--- config.mk ---
export PLATFORM = sky130hd
export DESIGN_NAME = fetch_top
export DESIGN_NICKNAME = d
export VERILOG_FILES = /design/src/hw/fetch_pkg.sv /design/src/hw/icache_model.sv /design/src/hw/branch_predictor.sv /design/src/hw/inst_buffer.sv /design/src/hw/fetch_stage.sv /design/src/hw/fetch_top.sv
export SDC_FILE = /design/constraint.sdc
export NUM_CORES = 2
export LEC_CHECK = 0
export BUFFER_PORTS_ARGS = -buffer_cell sky130_fd_sc_hd__buf_4
export CAP_MARGIN = 20
export CORE_MARGIN = 1.5
export CORE_UTILIZATION = 60
export DETAILED_ROUTE_END_ITERATION = 8
export PLACE_DENSITY = 0.77
export SETUP_SLACK_MARGIN = 0.05
export SYNTH_ARGS = -nofsm -noshare
export SYNTH_HDL_FRONTEND = slang
export SYNTH_SLANG_ARGS = --single-unit
--- constraint.sdc ---
create_clock -name clock -period 13.3 [get_ports clock]
set_input_delay 0.665 -clock clock [delete_from_list [all_inputs] [get_ports clock]]
set_output_delay 0.665 -clock clock [all_outputs]
set_load 0.1 [all_outputs]
--- src/hw/fetch_pkg.sv ---
package fetch_pkg;

  // Fetch geometry.
  localparam int FETCH_WIDTH  = 2;
  localparam int LANE_BITS    = $clog2(FETCH_WIDTH);
  localparam int BUNDLE_BYTES = FETCH_WIDTH * 4;

  // Predictor sizing.
  localparam int GHR_BITS     = 4;
  localparam int PHT_ENTRIES  = 16;
  localparam int PHT_IDX_BITS = $clog2(PHT_ENTRIES);
  localparam int BTB_ENTRIES  = 8;
  localparam int BTB_IDX_BITS = $clog2(BTB_ENTRIES);
  localparam int BTB_TAG_BITS = 30 - BTB_IDX_BITS;

  // Instruction buffer.
  localparam int IB_DEPTH    = 4;
  localparam int IB_PTR_BITS = $clog2(IB_DEPTH);
  localparam int IB_CNT_BITS = $clog2(IB_DEPTH + 1);

  // Cache model, one line per bundle.
  localparam int MISS_CYCLES   = 4;
  localparam int MISS_CNT_BITS = $clog2(MISS_CYCLES);
  localparam int IMEM_WORDS    = 64;
  localparam int IMEM_IDX_BITS = $clog2(IMEM_WORDS);
  localparam int IMEM_LINES    = IMEM_WORDS / FETCH_WIDTH;
  localparam int LINE_IDX_BITS = $clog2(IMEM_LINES);
  localparam int LINE_OFF_BITS = $clog2(BUNDLE_BYTES);

  localparam logic [6:0] OPC_BRANCH = 7'b1100011;

  typedef logic [31:0]         addr_t;
  typedef logic [GHR_BITS-1:0] ghr_t;

  typedef struct packed {
    addr_t       pc;
    logic [31:0] inst;
    logic        is_branch;
    logic        pred_taken;
    addr_t       pred_target;
    ghr_t        ghr_snapshot;
  } fetch_entry_t;

  typedef fetch_entry_t [FETCH_WIDTH-1:0] fetch_bundle_t;

  // Execute-stage outcome for one branch.
  typedef struct packed {
    logic  valid;
    addr_t pc;
    logic  taken;
    addr_t target;
    ghr_t  ghr_snapshot;
  } bp_resolve_t;

  typedef struct packed {
    logic        valid;
    logic [31:0] inst;
  } cache_lane_t;

endpackage

--- src/hw/icache_model.sv ---
`timescale 1ns/10ps

module icache_model (
  input  logic                                                clock,
  input  logic                                                reset,
  input  logic                                                load_valid_i,
  input  fetch_pkg::addr_t                                    load_addr_i,
  input  logic [31:0]                                         load_data_i,
  input  fetch_pkg::addr_t       [fetch_pkg::FETCH_WIDTH-1:0] read_addr_i,
  output fetch_pkg::cache_lane_t [fetch_pkg::FETCH_WIDTH-1:0] read_lane_o
);

  import fetch_pkg::*;

  logic [31:0]              mem [IMEM_WORDS];
  logic [IMEM_LINES-1:0]    line_valid_q;
  logic [LINE_IDX_BITS-1:0] lane_line [FETCH_WIDTH];
  logic                     miss_found;
  logic [LINE_IDX_BITS-1:0] miss_line;
  logic                     refill_busy_q;
  logic [LINE_IDX_BITS-1:0] refill_line_q;
  logic [MISS_CNT_BITS-1:0] refill_cnt_q;
  logic                     refill_start;
  logic                     refill_done;

  always_ff @(posedge clock) begin
    if (load_valid_i) begin
      mem[load_addr_i[IMEM_IDX_BITS+1:2]] <= load_data_i;
    end
  end

  always_comb begin
    miss_found = 1'b0;
    miss_line  = '0;
    for (int i = 0; i < FETCH_WIDTH; i++) begin
      lane_line[i]         = read_addr_i[i][LINE_IDX_BITS+LINE_OFF_BITS-1:LINE_OFF_BITS];
      read_lane_o[i].valid = line_valid_q[lane_line[i]];
      read_lane_o[i].inst  = mem[read_addr_i[i][IMEM_IDX_BITS+1:2]];
      if (!miss_found && !line_valid_q[lane_line[i]]) begin
        miss_found = 1'b1;
        miss_line  = lane_line[i];
      end
    end
  end

  assign refill_start = miss_found && !refill_busy_q;
  assign refill_done  = refill_busy_q && (refill_cnt_q == MISS_CNT_BITS'(MISS_CYCLES - 1));

  // Start cycle counts as the first stall cycle.
  always_ff @(posedge clock) begin
    if (reset) begin
      line_valid_q  <= '0;
      refill_busy_q <= 1'b0;
      refill_line_q <= '0;
      refill_cnt_q  <= '0;
    end else if (refill_start) begin
      refill_busy_q <= 1'b1;
      refill_line_q <= miss_line;
      refill_cnt_q  <= MISS_CNT_BITS'(1);
    end else if (refill_done) begin
      refill_busy_q               <= 1'b0;
      line_valid_q[refill_line_q] <= 1'b1;
    end else if (refill_busy_q) begin
      refill_cnt_q <= refill_cnt_q + 1'b1;
    end
  end

  // A refill stays on its line until it completes.
  a_single_refill: assert property (
    @(posedge clock) disable iff (reset)
    (refill_busy_q && !refill_done) |=> (refill_busy_q && $stable(refill_line_q))
  );

endmodule

--- src/hw/branch_predictor.sv ---
`timescale 1ns/10ps

module branch_predictor (
  input  logic                   clock,
  input  logic                   reset,
  input  logic                   req_valid_i,
  input  fetch_pkg::addr_t       req_pc_i,
  input  logic                   req_used_i,
  input  fetch_pkg::bp_resolve_t resolve_i,
  output logic                   taken_o,
  output fetch_pkg::addr_t       target_o,
  output fetch_pkg::ghr_t        ghr_o
);

  import fetch_pkg::*;

  logic [1:0]               pht_q [PHT_ENTRIES];
  logic [BTB_ENTRIES-1:0]   btb_valid_q;
  logic [BTB_TAG_BITS-1:0]  btb_tag_q [BTB_ENTRIES];
  addr_t                    btb_target_q [BTB_ENTRIES];
  ghr_t                     ghr_q;

  logic [PHT_IDX_BITS-1:0]  pred_idx;
  logic [BTB_IDX_BITS-1:0]  pred_btb_idx;
  logic                     btb_hit;
  logic [PHT_IDX_BITS-1:0]  res_idx;
  logic [BTB_IDX_BITS-1:0]  res_btb_idx;
  logic [1:0]               res_ctr;

  // Gshare index, word pc bits xor history.
  assign pred_idx     = req_pc_i[PHT_IDX_BITS+1:2] ^ PHT_IDX_BITS'(ghr_q);
  assign pred_btb_idx = req_pc_i[BTB_IDX_BITS+1:2];
  assign btb_hit      = btb_valid_q[pred_btb_idx]
                        && (btb_tag_q[pred_btb_idx] == req_pc_i[31:BTB_IDX_BITS+2]);

  assign taken_o  = req_valid_i && pht_q[pred_idx][1] && btb_hit;
  assign target_o = btb_target_q[pred_btb_idx];
  assign ghr_o    = ghr_q;

  assign res_idx     = resolve_i.pc[PHT_IDX_BITS+1:2] ^ PHT_IDX_BITS'(resolve_i.ghr_snapshot);
  assign res_btb_idx = resolve_i.pc[BTB_IDX_BITS+1:2];

  // Saturating two-bit update.
  always_comb begin
    res_ctr = pht_q[res_idx];
    if (resolve_i.taken && res_ctr != 2'b11) begin
      res_ctr = res_ctr + 2'b01;
    end else if (!resolve_i.taken && res_ctr != 2'b00) begin
      res_ctr = res_ctr - 2'b01;
    end
  end

  always_ff @(posedge clock) begin
    if (reset) begin
      for (int i = 0; i < PHT_ENTRIES; i++) begin
        pht_q[i] <= 2'b01;
      end
      btb_valid_q <= '0;
    end else if (resolve_i.valid) begin
      pht_q[res_idx] <= res_ctr;
      if (resolve_i.taken) begin
        btb_valid_q[res_btb_idx] <= 1'b1;
      end
    end
  end

  always_ff @(posedge clock) begin
    if (resolve_i.valid && resolve_i.taken) begin
      btb_tag_q[res_btb_idx]    <= resolve_i.pc[31:BTB_IDX_BITS+2];
      btb_target_q[res_btb_idx] <= resolve_i.target;
    end
  end

  // Repair on resolve overrides the speculative shift.
  always_ff @(posedge clock) begin
    if (reset) begin
      ghr_q <= '0;
    end else if (resolve_i.valid) begin
      ghr_q <= {resolve_i.ghr_snapshot[GHR_BITS-2:0], resolve_i.taken};
    end else if (req_used_i) begin
      ghr_q <= {ghr_q[GHR_BITS-2:0], taken_o};
    end
  end

  // Fetch may only consume a prediction it asked for.
  a_used_needs_req: assert property (
    @(posedge clock) disable iff (reset) req_used_i |-> req_valid_i
  );

endmodule

--- src/hw/inst_buffer.sv ---
`timescale 1ns/10ps

module inst_buffer (
  input  logic                     clock,
  input  logic                     reset,
  input  logic                     push_i,
  input  fetch_pkg::fetch_bundle_t push_bundle_i,
  output logic                     full_o,
  input  logic                     pop_i,
  output logic                     valid_o,
  output fetch_pkg::fetch_bundle_t bundle_o
);

  import fetch_pkg::*;

  fetch_bundle_t          mem [IB_DEPTH];
  logic [IB_PTR_BITS-1:0] rd_ptr_q;
  logic [IB_PTR_BITS-1:0] wr_ptr_q;
  logic [IB_CNT_BITS-1:0] count_q;
  logic                   do_push;
  logic                   do_pop;

  assign full_o   = (count_q == IB_CNT_BITS'(IB_DEPTH));
  assign valid_o  = (count_q != '0);
  assign bundle_o = mem[rd_ptr_q];

  assign do_push = push_i && !full_o;
  assign do_pop  = pop_i && valid_o;

  always_ff @(posedge clock) begin
    if (do_push) begin
      mem[wr_ptr_q] <= push_bundle_i;
    end
  end

  always_ff @(posedge clock) begin
    if (reset) begin
      rd_ptr_q <= '0;
      wr_ptr_q <= '0;
      count_q  <= '0;
    end else begin
      if (do_push) begin
        wr_ptr_q <= wr_ptr_q + 1'b1;
      end
      if (do_pop) begin
        rd_ptr_q <= rd_ptr_q + 1'b1;
      end
      // Simultaneous push and pop leaves the count.
      if (do_push && !do_pop) begin
        count_q <= count_q + 1'b1;
      end else if (do_pop && !do_push) begin
        count_q <= count_q - 1'b1;
      end
    end
  end

  a_no_overflow: assert property (
    @(posedge clock) disable iff (reset) push_i |-> !full_o
  );

  a_no_underflow: assert property (
    @(posedge clock) disable iff (reset) pop_i |-> valid_o
  );

endmodule

--- src/hw/fetch_stage.sv ---
`timescale 1ns/10ps

module fetch_stage (
  input  logic                                                  clock,
  input  logic                                                  reset,
  input  logic                                                  fetch_enable_i,
  output fetch_pkg::addr_t       [fetch_pkg::FETCH_WIDTH-1:0]   cache_addr_o,
  input  fetch_pkg::cache_lane_t [fetch_pkg::FETCH_WIDTH-1:0]   cache_lane_i,
  input  logic                                                  buffer_full_i,
  output logic                                                  bundle_valid_o,
  output fetch_pkg::fetch_bundle_t                              bundle_o,
  output logic                                                  predict_req_valid_o,
  output fetch_pkg::addr_t                                      predict_req_pc_o,
  output logic                                                  predict_req_used_o,
  input  logic                                                  predict_taken_i,
  input  fetch_pkg::addr_t                                      predict_target_i,
  input  fetch_pkg::ghr_t                                       predict_ghr_i,
  input  logic                                                  redirect_valid_i,
  input  fetch_pkg::addr_t                                      redirect_pc_i
);

  import fetch_pkg::*;

  addr_t                  pc_q;
  addr_t                  pc_next;
  addr_t [FETCH_WIDTH-1:0] lane_pc;
  logic  [FETCH_WIDTH-1:0] lane_branch;
  logic                   lanes_ready;
  logic                   found_branch;
  logic  [LANE_BITS-1:0]  branch_idx;

  function automatic logic is_cond_branch(input cache_lane_t lane);
    return lane.valid && (lane.inst[6:0] == OPC_BRANCH);
  endfunction

  // Lane addresses are consecutive words.
  always_comb begin
    for (int i = 0; i < FETCH_WIDTH; i++) begin
      lane_pc[i] = pc_q + addr_t'(4 * i);
    end
  end

  assign cache_addr_o = lane_pc;

  always_comb begin
    lanes_ready = 1'b1;
    for (int i = 0; i < FETCH_WIDTH; i++) begin
      lane_branch[i] = is_cond_branch(cache_lane_i[i]);
      if (!cache_lane_i[i].valid) begin
        lanes_ready = 1'b0;
      end
    end
  end

  // First branch wins, later lanes are not predicted.
  always_comb begin
    found_branch = 1'b0;
    branch_idx   = '0;
    for (int i = 0; i < FETCH_WIDTH; i++) begin
      if (!found_branch && lane_branch[i]) begin
        found_branch = 1'b1;
        branch_idx   = LANE_BITS'(i);
      end
    end
  end

  assign bundle_valid_o = fetch_enable_i && lanes_ready && !buffer_full_i && !redirect_valid_i;

  assign predict_req_valid_o = fetch_enable_i && found_branch;
  assign predict_req_pc_o    = lane_pc[branch_idx];
  assign predict_req_used_o  = bundle_valid_o && found_branch;

  always_comb begin
    for (int i = 0; i < FETCH_WIDTH; i++) begin
      bundle_o[i].pc           = lane_pc[i];
      bundle_o[i].inst         = cache_lane_i[i].inst;
      bundle_o[i].is_branch    = 1'b0;
      bundle_o[i].pred_taken   = 1'b0;
      bundle_o[i].pred_target  = '0;
      bundle_o[i].ghr_snapshot = '0;
    end
    if (found_branch) begin
      bundle_o[branch_idx].is_branch    = 1'b1;
      bundle_o[branch_idx].pred_taken   = predict_taken_i;
      bundle_o[branch_idx].pred_target  = predict_target_i;
      bundle_o[branch_idx].ghr_snapshot = predict_ghr_i;
    end
  end

  // Redirect, then predicted target, then next bundle.
  always_comb begin
    pc_next = pc_q;
    if (redirect_valid_i) begin
      pc_next = redirect_pc_i;
    end else if (bundle_valid_o) begin
      if (found_branch && predict_taken_i) begin
        pc_next = predict_target_i;
      end else begin
        pc_next = pc_q + addr_t'(BUNDLE_BYTES);
      end
    end
  end

  always_ff @(posedge clock) begin
    if (reset) begin
      pc_q <= '0;
    end else begin
      pc_q <= pc_next;
    end
  end

  // A taken prediction only answers a request from this stage.
  a_taken_needs_req: assert property (
    @(posedge clock) disable iff (reset) predict_taken_i |-> predict_req_valid_o
  );

endmodule

--- src/hw/fetch_top.sv ---
`timescale 1ns/10ps

module fetch_top (
  input  logic                     clock,
  input  logic                     reset,
  input  logic                     fetch_enable_i,
  input  logic                     load_valid_i,
  input  fetch_pkg::addr_t         load_addr_i,
  input  logic [31:0]              load_data_i,
  input  logic                     redirect_valid_i,
  input  fetch_pkg::addr_t         redirect_pc_i,
  input  fetch_pkg::bp_resolve_t   resolve_i,
  input  logic                     decode_ready_i,
  output logic                     decode_valid_o,
  output fetch_pkg::fetch_bundle_t decode_bundle_o
);

  import fetch_pkg::*;

  addr_t       [FETCH_WIDTH-1:0] cache_addr;
  cache_lane_t [FETCH_WIDTH-1:0] cache_lane;
  logic                          buffer_full;
  logic                          bundle_valid;
  fetch_bundle_t                 bundle;
  logic                          req_valid;
  addr_t                         req_pc;
  logic                          req_used;
  logic                          pred_taken;
  addr_t                         pred_target;
  ghr_t                          pred_ghr;

  fetch_stage u_fetch_stage (
    .clock               (clock),
    .reset               (reset),
    .fetch_enable_i      (fetch_enable_i),
    .cache_addr_o        (cache_addr),
    .cache_lane_i        (cache_lane),
    .buffer_full_i       (buffer_full),
    .bundle_valid_o      (bundle_valid),
    .bundle_o            (bundle),
    .predict_req_valid_o (req_valid),
    .predict_req_pc_o    (req_pc),
    .predict_req_used_o  (req_used),
    .predict_taken_i     (pred_taken),
    .predict_target_i    (pred_target),
    .predict_ghr_i       (pred_ghr),
    .redirect_valid_i    (redirect_valid_i),
    .redirect_pc_i       (redirect_pc_i)
  );

  icache_model u_icache_model (
    .clock        (clock),
    .reset        (reset),
    .load_valid_i (load_valid_i),
    .load_addr_i  (load_addr_i),
    .load_data_i  (load_data_i),
    .read_addr_i  (cache_addr),
    .read_lane_o  (cache_lane)
  );

  branch_predictor u_branch_predictor (
    .clock       (clock),
    .reset       (reset),
    .req_valid_i (req_valid),
    .req_pc_i    (req_pc),
    .req_used_i  (req_used),
    .resolve_i   (resolve_i),
    .taken_o     (pred_taken),
    .target_o    (pred_target),
    .ghr_o       (pred_ghr)
  );

  // Pop only a valid head.
  inst_buffer u_inst_buffer (
    .clock         (clock),
    .reset         (reset),
    .push_i        (bundle_valid),
    .push_bundle_i (bundle),
    .full_o        (buffer_full),
    .pop_i         (decode_ready_i && decode_valid_o),
    .valid_o       (decode_valid_o),
    .bundle_o      (decode_bundle_o)
  );

endmodule

## Yosys cells after proc, flatten, opt, wreduce, memory -nomap -nowiden

Memories as Yosys holds them, arrays and structs flattened. A register that Yosys moved wholly into a read port is not among the register bits.
Index checks and enable logic that the tools add are counted.

| operators by class | value |
|---|---|
| $add $sub $neg | 9 |
| magnitude comparators | 9 |
| eq/ne operators | 7 |
| mux-type cells | 66 |
| bitwise operators | 6 |
| reduce and logical (&&, ||, !) cells | 47 |

Operator list:

| operator | count |
|---|---|
| 204-bit bitwise mux | 4 |
| 102-bit demux with 1-bit select | 4 |
| 204-bit 2-to-1 mux | 1 |
| 32-bit 2-to-1 mux | 5 |
| 38-bit 2-to-1 mux | 1 |
| 37-bit 2-to-1 mux | 1 |
| 36-bit 2-to-1 mux | 1 |
| 32-bit by 3-bit adder with 32-bit output, second input constant | 1 |
| 32-bit by 4-bit adder with 32-bit output, second input constant | 1 |
| 32-bit bitwise OR | 1 |
| 1-bit 2-to-1 mux | 29 |
| 27-bit equality test | 1 |
| 1-bit logical AND | 26 |
| 5-bit by 6-bit < comparator with 1-bit output, second input constant | 3 |
| 4-bit 2-to-1 mux | 4 |
| 7-bit equality test, second input constant | 2 |
| 6-bit 2-to-1 mux | 2 |
| 2-bit nonzero test | 6 |
| 1-bit binary-select mux with 5-bit select | 2 |
| 2-bit 2-to-1 mux | 5 |
| 5-bit 2-to-1 mux | 2 |
| 2-bit by 1-bit adder with 2-bit output, second input constant | 4 |
| 1-bit logical NOT | 8 |
| 3-bit by 4-bit < comparator with 1-bit output, second input constant | 2 |
| 21 further kinds | 28 |

| storage, ports and cells | value |
|---|---|
| register bits | 91 |
| bits in writable memories | 3368 |
| bits of input ports | 172 |
| output and inout port bits | 205 |
| word-level logic and storage cells | 160 |
| memories kept | 5 |

Memories:

| name | words | width | read ports | clocked after Yosys merged registers in | wr ports | line | text |
|---|---|---|---|---|---|---|---|
| u_icache_model.mem | 64 | 32 | 2 | 1 | 1 | icache_model.sv:15 | `logic [31:0] mem [IMEM_WORDS];` |
| u_inst_buffer.mem | 4 | 204 | 1 | 1 | 1 | inst_buffer.sv:16 | `fetch_bundle_t mem [IB_DEPTH];` |
| u_branch_predictor.btb_target_q | 8 | 32 | 1 | 0 | 1 | branch_predictor.sv:20 | `addr_t btb_target_q [BTB_ENTRIES];` |
| u_branch_predictor.btb_tag_q | 8 | 27 | 1 | 0 | 1 | branch_predictor.sv:19 | `logic [BTB_TAG_BITS-1:0] btb_tag_q [BTB_ENTRIES];` |
| u_branch_predictor.pht_q | 16 | 2 | 2 | 0 | 16 | branch_predictor.sv:17 | `logic [1:0] pht_q [PHT_ENTRIES];` |

## Longest topological paths before layout

| depth | value |
|---|---|
| depth after elaboration | 19 |
| mapped depth | 29 |
| depth with buffers taken out | 20 |

## Cells and area by module

From an unflattened synthesis, not the netlist that was laid out.

| unflattened totals | value |
|---|---|
| cells, all modules | 6888 |
| area total of the unflattened synthesis | 150775.9 sq um |

By module, submodules not included:

| module | instances | cells each | area an instance (sq um) | sequential area each (sq um) |
|---|---|---|---|---|
| icache_model | 1 | 4101 | 95556.6 | 62299.8 |
| inst_buffer | 1 | 1114 | 29899.9 | 24683.7 |
| branch_predictor | 1 | 973 | 20460.9 | 15374.7 |
| fetch_stage | 1 | 699 | 4852.2 | 640.6 |
| fetch_top | 1 | 1 | 6.3 | 0.0 |

## Least setup slack after synthesis

No wires, ideal clock.

| timing | value |
|---|---|
| path kind | register to register |
| from | reg u_fetch_stage.pc_q[3] |
| to | mem u_inst_buffer.mem[0][0] in the netlist's numbering, enable pin |
| library setup time | 588 ps |
| arrival time | 7567 ps |
| required time | 12712 ps |
| path slack | 5145 ps |
| cell stages (with the launch flop) | 17 |
| period minus slack after synthesis | 8155 ps |
| cell sequence | dfxtp_1 -> ha_1 -> buf_4 -> buf_4 -> buf_6 -> buf_6 -> mux4_2 -> nand3_1 -> nand4b_1 -> o31ai_2 -> nand2b_1 -> inv_1 -> nand3_1 -> clkbuf_1 -> nor2_1 -> buf_2 -> and2_1 |

| on the way | value |
|---|---|
| cells in the longest elaborated chain, start to end | 10 |
| elaborated cells on any way between the ends | 13 |

RTL lines:

| what | line | text |
|---|---|---|
| start, declared | fetch_stage.sv:24 | `addr_t pc_q;` |
| start signal, assigned | fetch_stage.sv:108 | `pc_q <= pc_next;` |
| 32-bit by 3-bit adder with 32-bit output / 1-bit binary-select mux with 5-bit select (equally long branches) | fetch_stage.sv:39, icache_model.sv:37 |  |
| 1-bit binary-select mux with 5-bit select / 1-bit 2-to-1 mux (equally long branches) | icache_model.sv:37 | `read_lane_o[i].valid = line_valid_q[lane_line[i]];` |
| 1-bit 2-to-1 mux (on tied branches) | icache_model.sv:37, fetch_stage.sv:49 |  |
| 1-bit 2-to-1 mux * | fetch_stage.sv:49 | `if (!cache_lane_i[i].valid) begin` |
| 1-bit logical AND * (3 in series) | fetch_stage.sv:67 | `assign bundle_valid_o = fetch_enable_i && lanes_ready && !buffer_full_i && !redirect_valid_i;` |
| 1-bit logical AND * | inst_buffer.sv:27 | `assign do_push = push_i && !full_o;` |
| via u_inst_buffer.do_push | inst_buffer.sv:20 | `logic do_push;` |
| 1-bit 2-to-1 mux * | inst_buffer.sv:31 | `if (do_push) begin` |
| 1-bit 2-to-1 mux (not written as such) * | inst_buffer.sv:32 | `mem[wr_ptr_q] <= push_bundle_i;` |
| end, declared | inst_buffer.sv:16 |  |

Mark *: on every way through the listed nets, which the timed path passes. The rest lies on a longest branch. The select of a mux whose other input is x is not followed.

## Worst setup path in the final report

| timing | value |
|---|---|
| from | reg u_fetch_stage.pc_q[3] |
| to | reg u_fetch_stage.pc_q[26] |

| on the way | value |
|---|---|
| cells in the longest elaborated chain, start to end | 17 |
| elaborated cells on any way between the ends | 38 |

RTL lines:

| what |
|---|
| parallel branches: the longest is 17 deep, another holds 32-bit by 3-bit adder with 32-bit output |

Parallel ways; which one is timed is not known. The select of a mux whose other input is x is not followed.
A chain may end at the register's enable or synchronous reset.

==> impl_metrics.json <==
{
  "rr_worst_depth": 22,
  "arrival_ns": 11.23,
  "syn_area_um2": 152200,
  "ys_seq_area_share_pct": 67.57,
  "clock_sinks": 3459,
  "num_rows": 184,
  "grt_max_degree": 148,
  "period_share_pct": 77.80,
  "htreeDepth": 5,
  "status": "complete, but fails checks",
  "setup_viol": 0,
  "p_leak_nw": 53.21,
  "min-delay-start": "resolve_i[69]",
  "drc_errors": 1,
  "yosys_warnings": 0,
  "dr.first_iter.drc_count": 15052,
  "ir_drop_v": 0.0001405,
  "post_cts_buffers": 0,
  "die_w_um": 506.7,
  "slew_viol_final": 0,
  "met1Wirelength_um": 150900,
  "avgSynthCellArea_um2": 19.10,
  "port_buffers": 348,
  "numCtsBuffers": 360,
  "p_per_area_nw_per_um2": 150.6,
  "syn-num-nets": 8156,
  "drive_gt1_share_pct": 30.80,
  "vias": 90295,
  "highest_layer": "met5",
  "synth_edf_count": 3360,
  "dp_slack_ns": 3.161,
  "power_w": 0.02576,
  "gp_congestion": 0.9074,
  "track_usage_pct": 35.67,
  "coreArea_um2": 251900,
  "cts-root-buf": "clkbuf_16",
  "wirelength_um": 457100,
  "fin_skew_ns": 0.1195,
  "cts_tree": "done",
  "grt_pass1_wl_um": 647700,
  "maxCapViolations": 0,
  "io_pins": 377,
  "pwr-share-seq_pct": 47.4,
  "violations": "design-rule violations",
  "clockBufferDepth": 4,
  "worstSetupPathType": "register to register",
  "hold_viol": 0,
  "clk_pin_slew_ns": 0.06,
  "timing.final.crit_period_ns": 10.35,
  "area.growth.synth_to_final_pct": 12.35,
  "detailedRoute.firstPassIterationCount": 9,
  "ys_async_sr_fraction_pct": 0,
  "initial_core_util_pct": 60.45,
  "setup_tns_ns": 0,
  "met3_length_um": 63000,
  "clock_power_share_pct": 37.4,
  "nets": 8580,
  "place_inst": 11288,
  "worst_ep_required_time_ns": 14.18,
  "synth_top_area_share_pct": 66.27,
  "crit_fanout": 53,
  "switchingPower_w": 0.006866,
  "synthFlopType": "edfxtp_1",
  "antenna_found_initial": 36,
  "hold_path.class": "input pin to register",
  "die_y_um": 506.7,
  "max_freq_ghz": 0.09664,
  "min_to": "u_branch_predictor.ghr_o[2]$_SDFFE_PP0P_",
  "hold_ws_ns": 0.04349,
  "routedWlPerCell_um": 37.96,
  "worst_pin_slew_ns": 1.240,
  "clk_latency_ns": 1.03,
  "comb_power_share_pct": 15.3,
  "cp-end-kind": "register",
  "worstReg2RegEnd": "u_fetch_stage.pc_q[26]$_SDFFE_PP0N_",
  "reg2reg_from": "u_fetch_stage.pc_q[3]$_SDFFE_PP0N_",
  "start_kind": "register",
  "rsz0062_at_grt": "no",
  "postRouteAntennaNets": 0,
  "die-area_um2": 256800,
  "p_int_w": 0.01889,
  "viasPerCell": 7.499,
  "post_cts_resized": 0,
  "reg2reg_setup_slack_ns": 2.95,
  "gr-total-overflow": 0,
  "netlist_instances": 7973,
  "synth_area_leaders": "edfxtp_1 (66%), mux4_2 (22%), nand2_1 (1.7%)",
  "ys_types": 98,
  "ctsHoldBuffers": 90,
  "grt_pass1_vias": 89520,
  "dp_hpwl_um": 254300,
  "hold_depth": 3,
  "slew_headroom_pct": 16.94,
  "switching_share_pct": 26.66,
  "fin_cells": 12041,
  "wl_met2_um": 213900,
  "yosysTopAreaCell": "edfxtp_1",
  "ys_ff_latch": 3459,
  "setup_ws_ns": 2.952
}
-- worst max-delay path, cell delays in order (launching register included) --
cell,delay (ns)
dfxtp_2,0.36
buf_4,0.73
ha_4,0.79
buf_4,0.63
mux4_2,0.58
mux2i_1,0.39
o31ai_1,0.11
a21oi_1,0.38
a211oi_2,0.22
nor4_2,0.62
and2_1,0.49
nand3_4,0.30
inv_2,0.75
mux2i_4,0.57
a32oi_1,0.21
and4_1,0.23
nor4_1,0.71
nand4_1,0.34
nor4_4,0.74
buf_4,0.43
o21ai_0,0.15
a22oi_1,0.23
o21ai_0,0.10
-- layout make-up --
cell class	instances	area (um^2)
fill	15432	80810
inverter	34	152.6
clock buffer	440	9454
clock inverter	187	1608
tap	3348	4189
multi-input combinational	3891	47370
antenna	31	77.57
timing repair buffer	651	5294
sequential	3459	102900
-- through the flow --
stage                     area (um^2)  utilization [%]
after floorplan                152300                -
after global placement         158900            63.10
after detailed placement       159000            63.11
after CTS                      170900            67.86
after global routing           171000            67.90
final                          171100            67.92
-- worst max-delay path by stage --
stage	slack, ns	startpoint	cells past startpoint	endpoint
2_1_floorplan	5.14	u_fetch_stage.pc_q[3]$_SDFFE_PP0N_	16	u_inst_buffer.mem[0][0]$_DFFE_PP_
3_3_place_gp	3.27	u_fetch_stage.pc_q[3]$_SDFFE_PP0N_	21	register
3_5_place_dp	3.16	u_fetch_stage.pc_q[3]$_SDFFE_PP0N_	21	register
4_1_cts	3.14	u_fetch_stage.pc_q[3]$_SDFFE_PP0N_	22	u_fetch_stage.pc_q[26]$_SDFFE_PP0N_
5_1_grt	2.58	u_fetch_stage.pc_q[3]$_SDFFE_PP0N_	21	u_fetch_stage.pc_q[25]$_SDFFE_PP0N_
6_report	2.95	u_fetch_stage.pc_q[3]$_SDFFE_PP0N_	22	u_fetch_stage.pc_q[26]$_SDFFE_PP0N_
-- synthesized netlist by cell type (all sizes together) (16+ instances only) --
library cell	number
mux2i	124
nand4	28
edfxtp	3360
inv	33
mux4	1462
a32oi	20
nor4	19
clkbuf	329
nand3	273
a211oi	27
dfxtp	99
a311oi	79
o221ai	22
and3	84
xor2	30
o21ai	98
and2	18
nor3	32
nand2	697
nand2b	34
nor2	330
a31oi	56
o31ai	16
a21oi	123
a22oi	31
buf	260
nor2b	17
mux2	23
xnor2	49
-- power groups by stage --
stage | clock [W] | sequential (W) | combinational, W
after floorplan | 0 | 0.0123 | 0.00350
after global placement | 0 | 0.0124 | 0.00383
after detailed placement | 0 | 0.0124 | 0.00387
after CTS | 0.00965 | 0.0122 | 0.00392
after global routing | 0.0101 | 0.0122 | 0.00407
final | 0.00963 | 0.0122 | 0.00393
-- state kept, by name, summed over array words and instances, names as in the netlist, named ones only --
register	count
u_inst_buffer.wr_ptr_q	2
u_icache_model.mem	2048
u_branch_predictor.ghr_o	4
u_fetch_stage.pc_q	32
u_branch_predictor.pht_q	32
u_icache_model.refill_line_q	5
u_inst_buffer.mem	808
u_inst_buffer.count_q	3
u_icache_model.refill_cnt_q	2
u_inst_buffer.rd_ptr_q	2
u_branch_predictor.btb_target_q	256
u_icache_model.refill_busy_q	1
u_branch_predictor.btb_tag_q	216
u_branch_predictor.btb_valid_q	8
u_icache_model.line_valid_q	32
-- routing by layer --
metal,vias up,global-route usage [%]
met5,-,0
met4,12,19.73
met3,1484,9.930
met2,7992,54.39
met1,46501,47.12
li1,34306,-
-- cell families (layout without fill, tap and decap cells) --
family | after synthesis | in the layout | synth area share, %
DFF | 3459 | 3459 | 67.57
muxes | 1609 | 1609 | 22.62
and+or+nand+nor | 1598 | 1598 | 4.762
buffers and inverters | 623 | 1312 | 1.743
AOI/OAI and AO/OA | 594 | 594 | 2.742
xor gates and xnor gates | 79 | 79 | 0.4643
adders and majority gates | 11 | 11 | 0.09533
other | 0 | 31 | 0
-- placed cells by master, fill, tap and decap left out, types with 24 or more instances in the layout --
cell and instances:
edfxtp_1 3360, mux4_2 1462, nand2_1 694, buf_4 545, clkbuf_16 364, nand3_1 272, nor2_1 260, mux2i_1 121
a21oi_1 121, o21ai_0 91, dlygate4sd3_1 90, dfxtp_1 89, clkinv_1 86, and3_1 84, a311oi_1 79, nor2_4 70
clkbuf_1 70, a31oi_1 55, xnor2_1 47, clkinv_2 47, nand2b_1 34, diode_2 31, a22oi_1 31, xor2_1 29
nand4_1 27, nor3_1 26, a211oi_1 25, bufinv_16 24
Power figures use the tool's default switching activity.
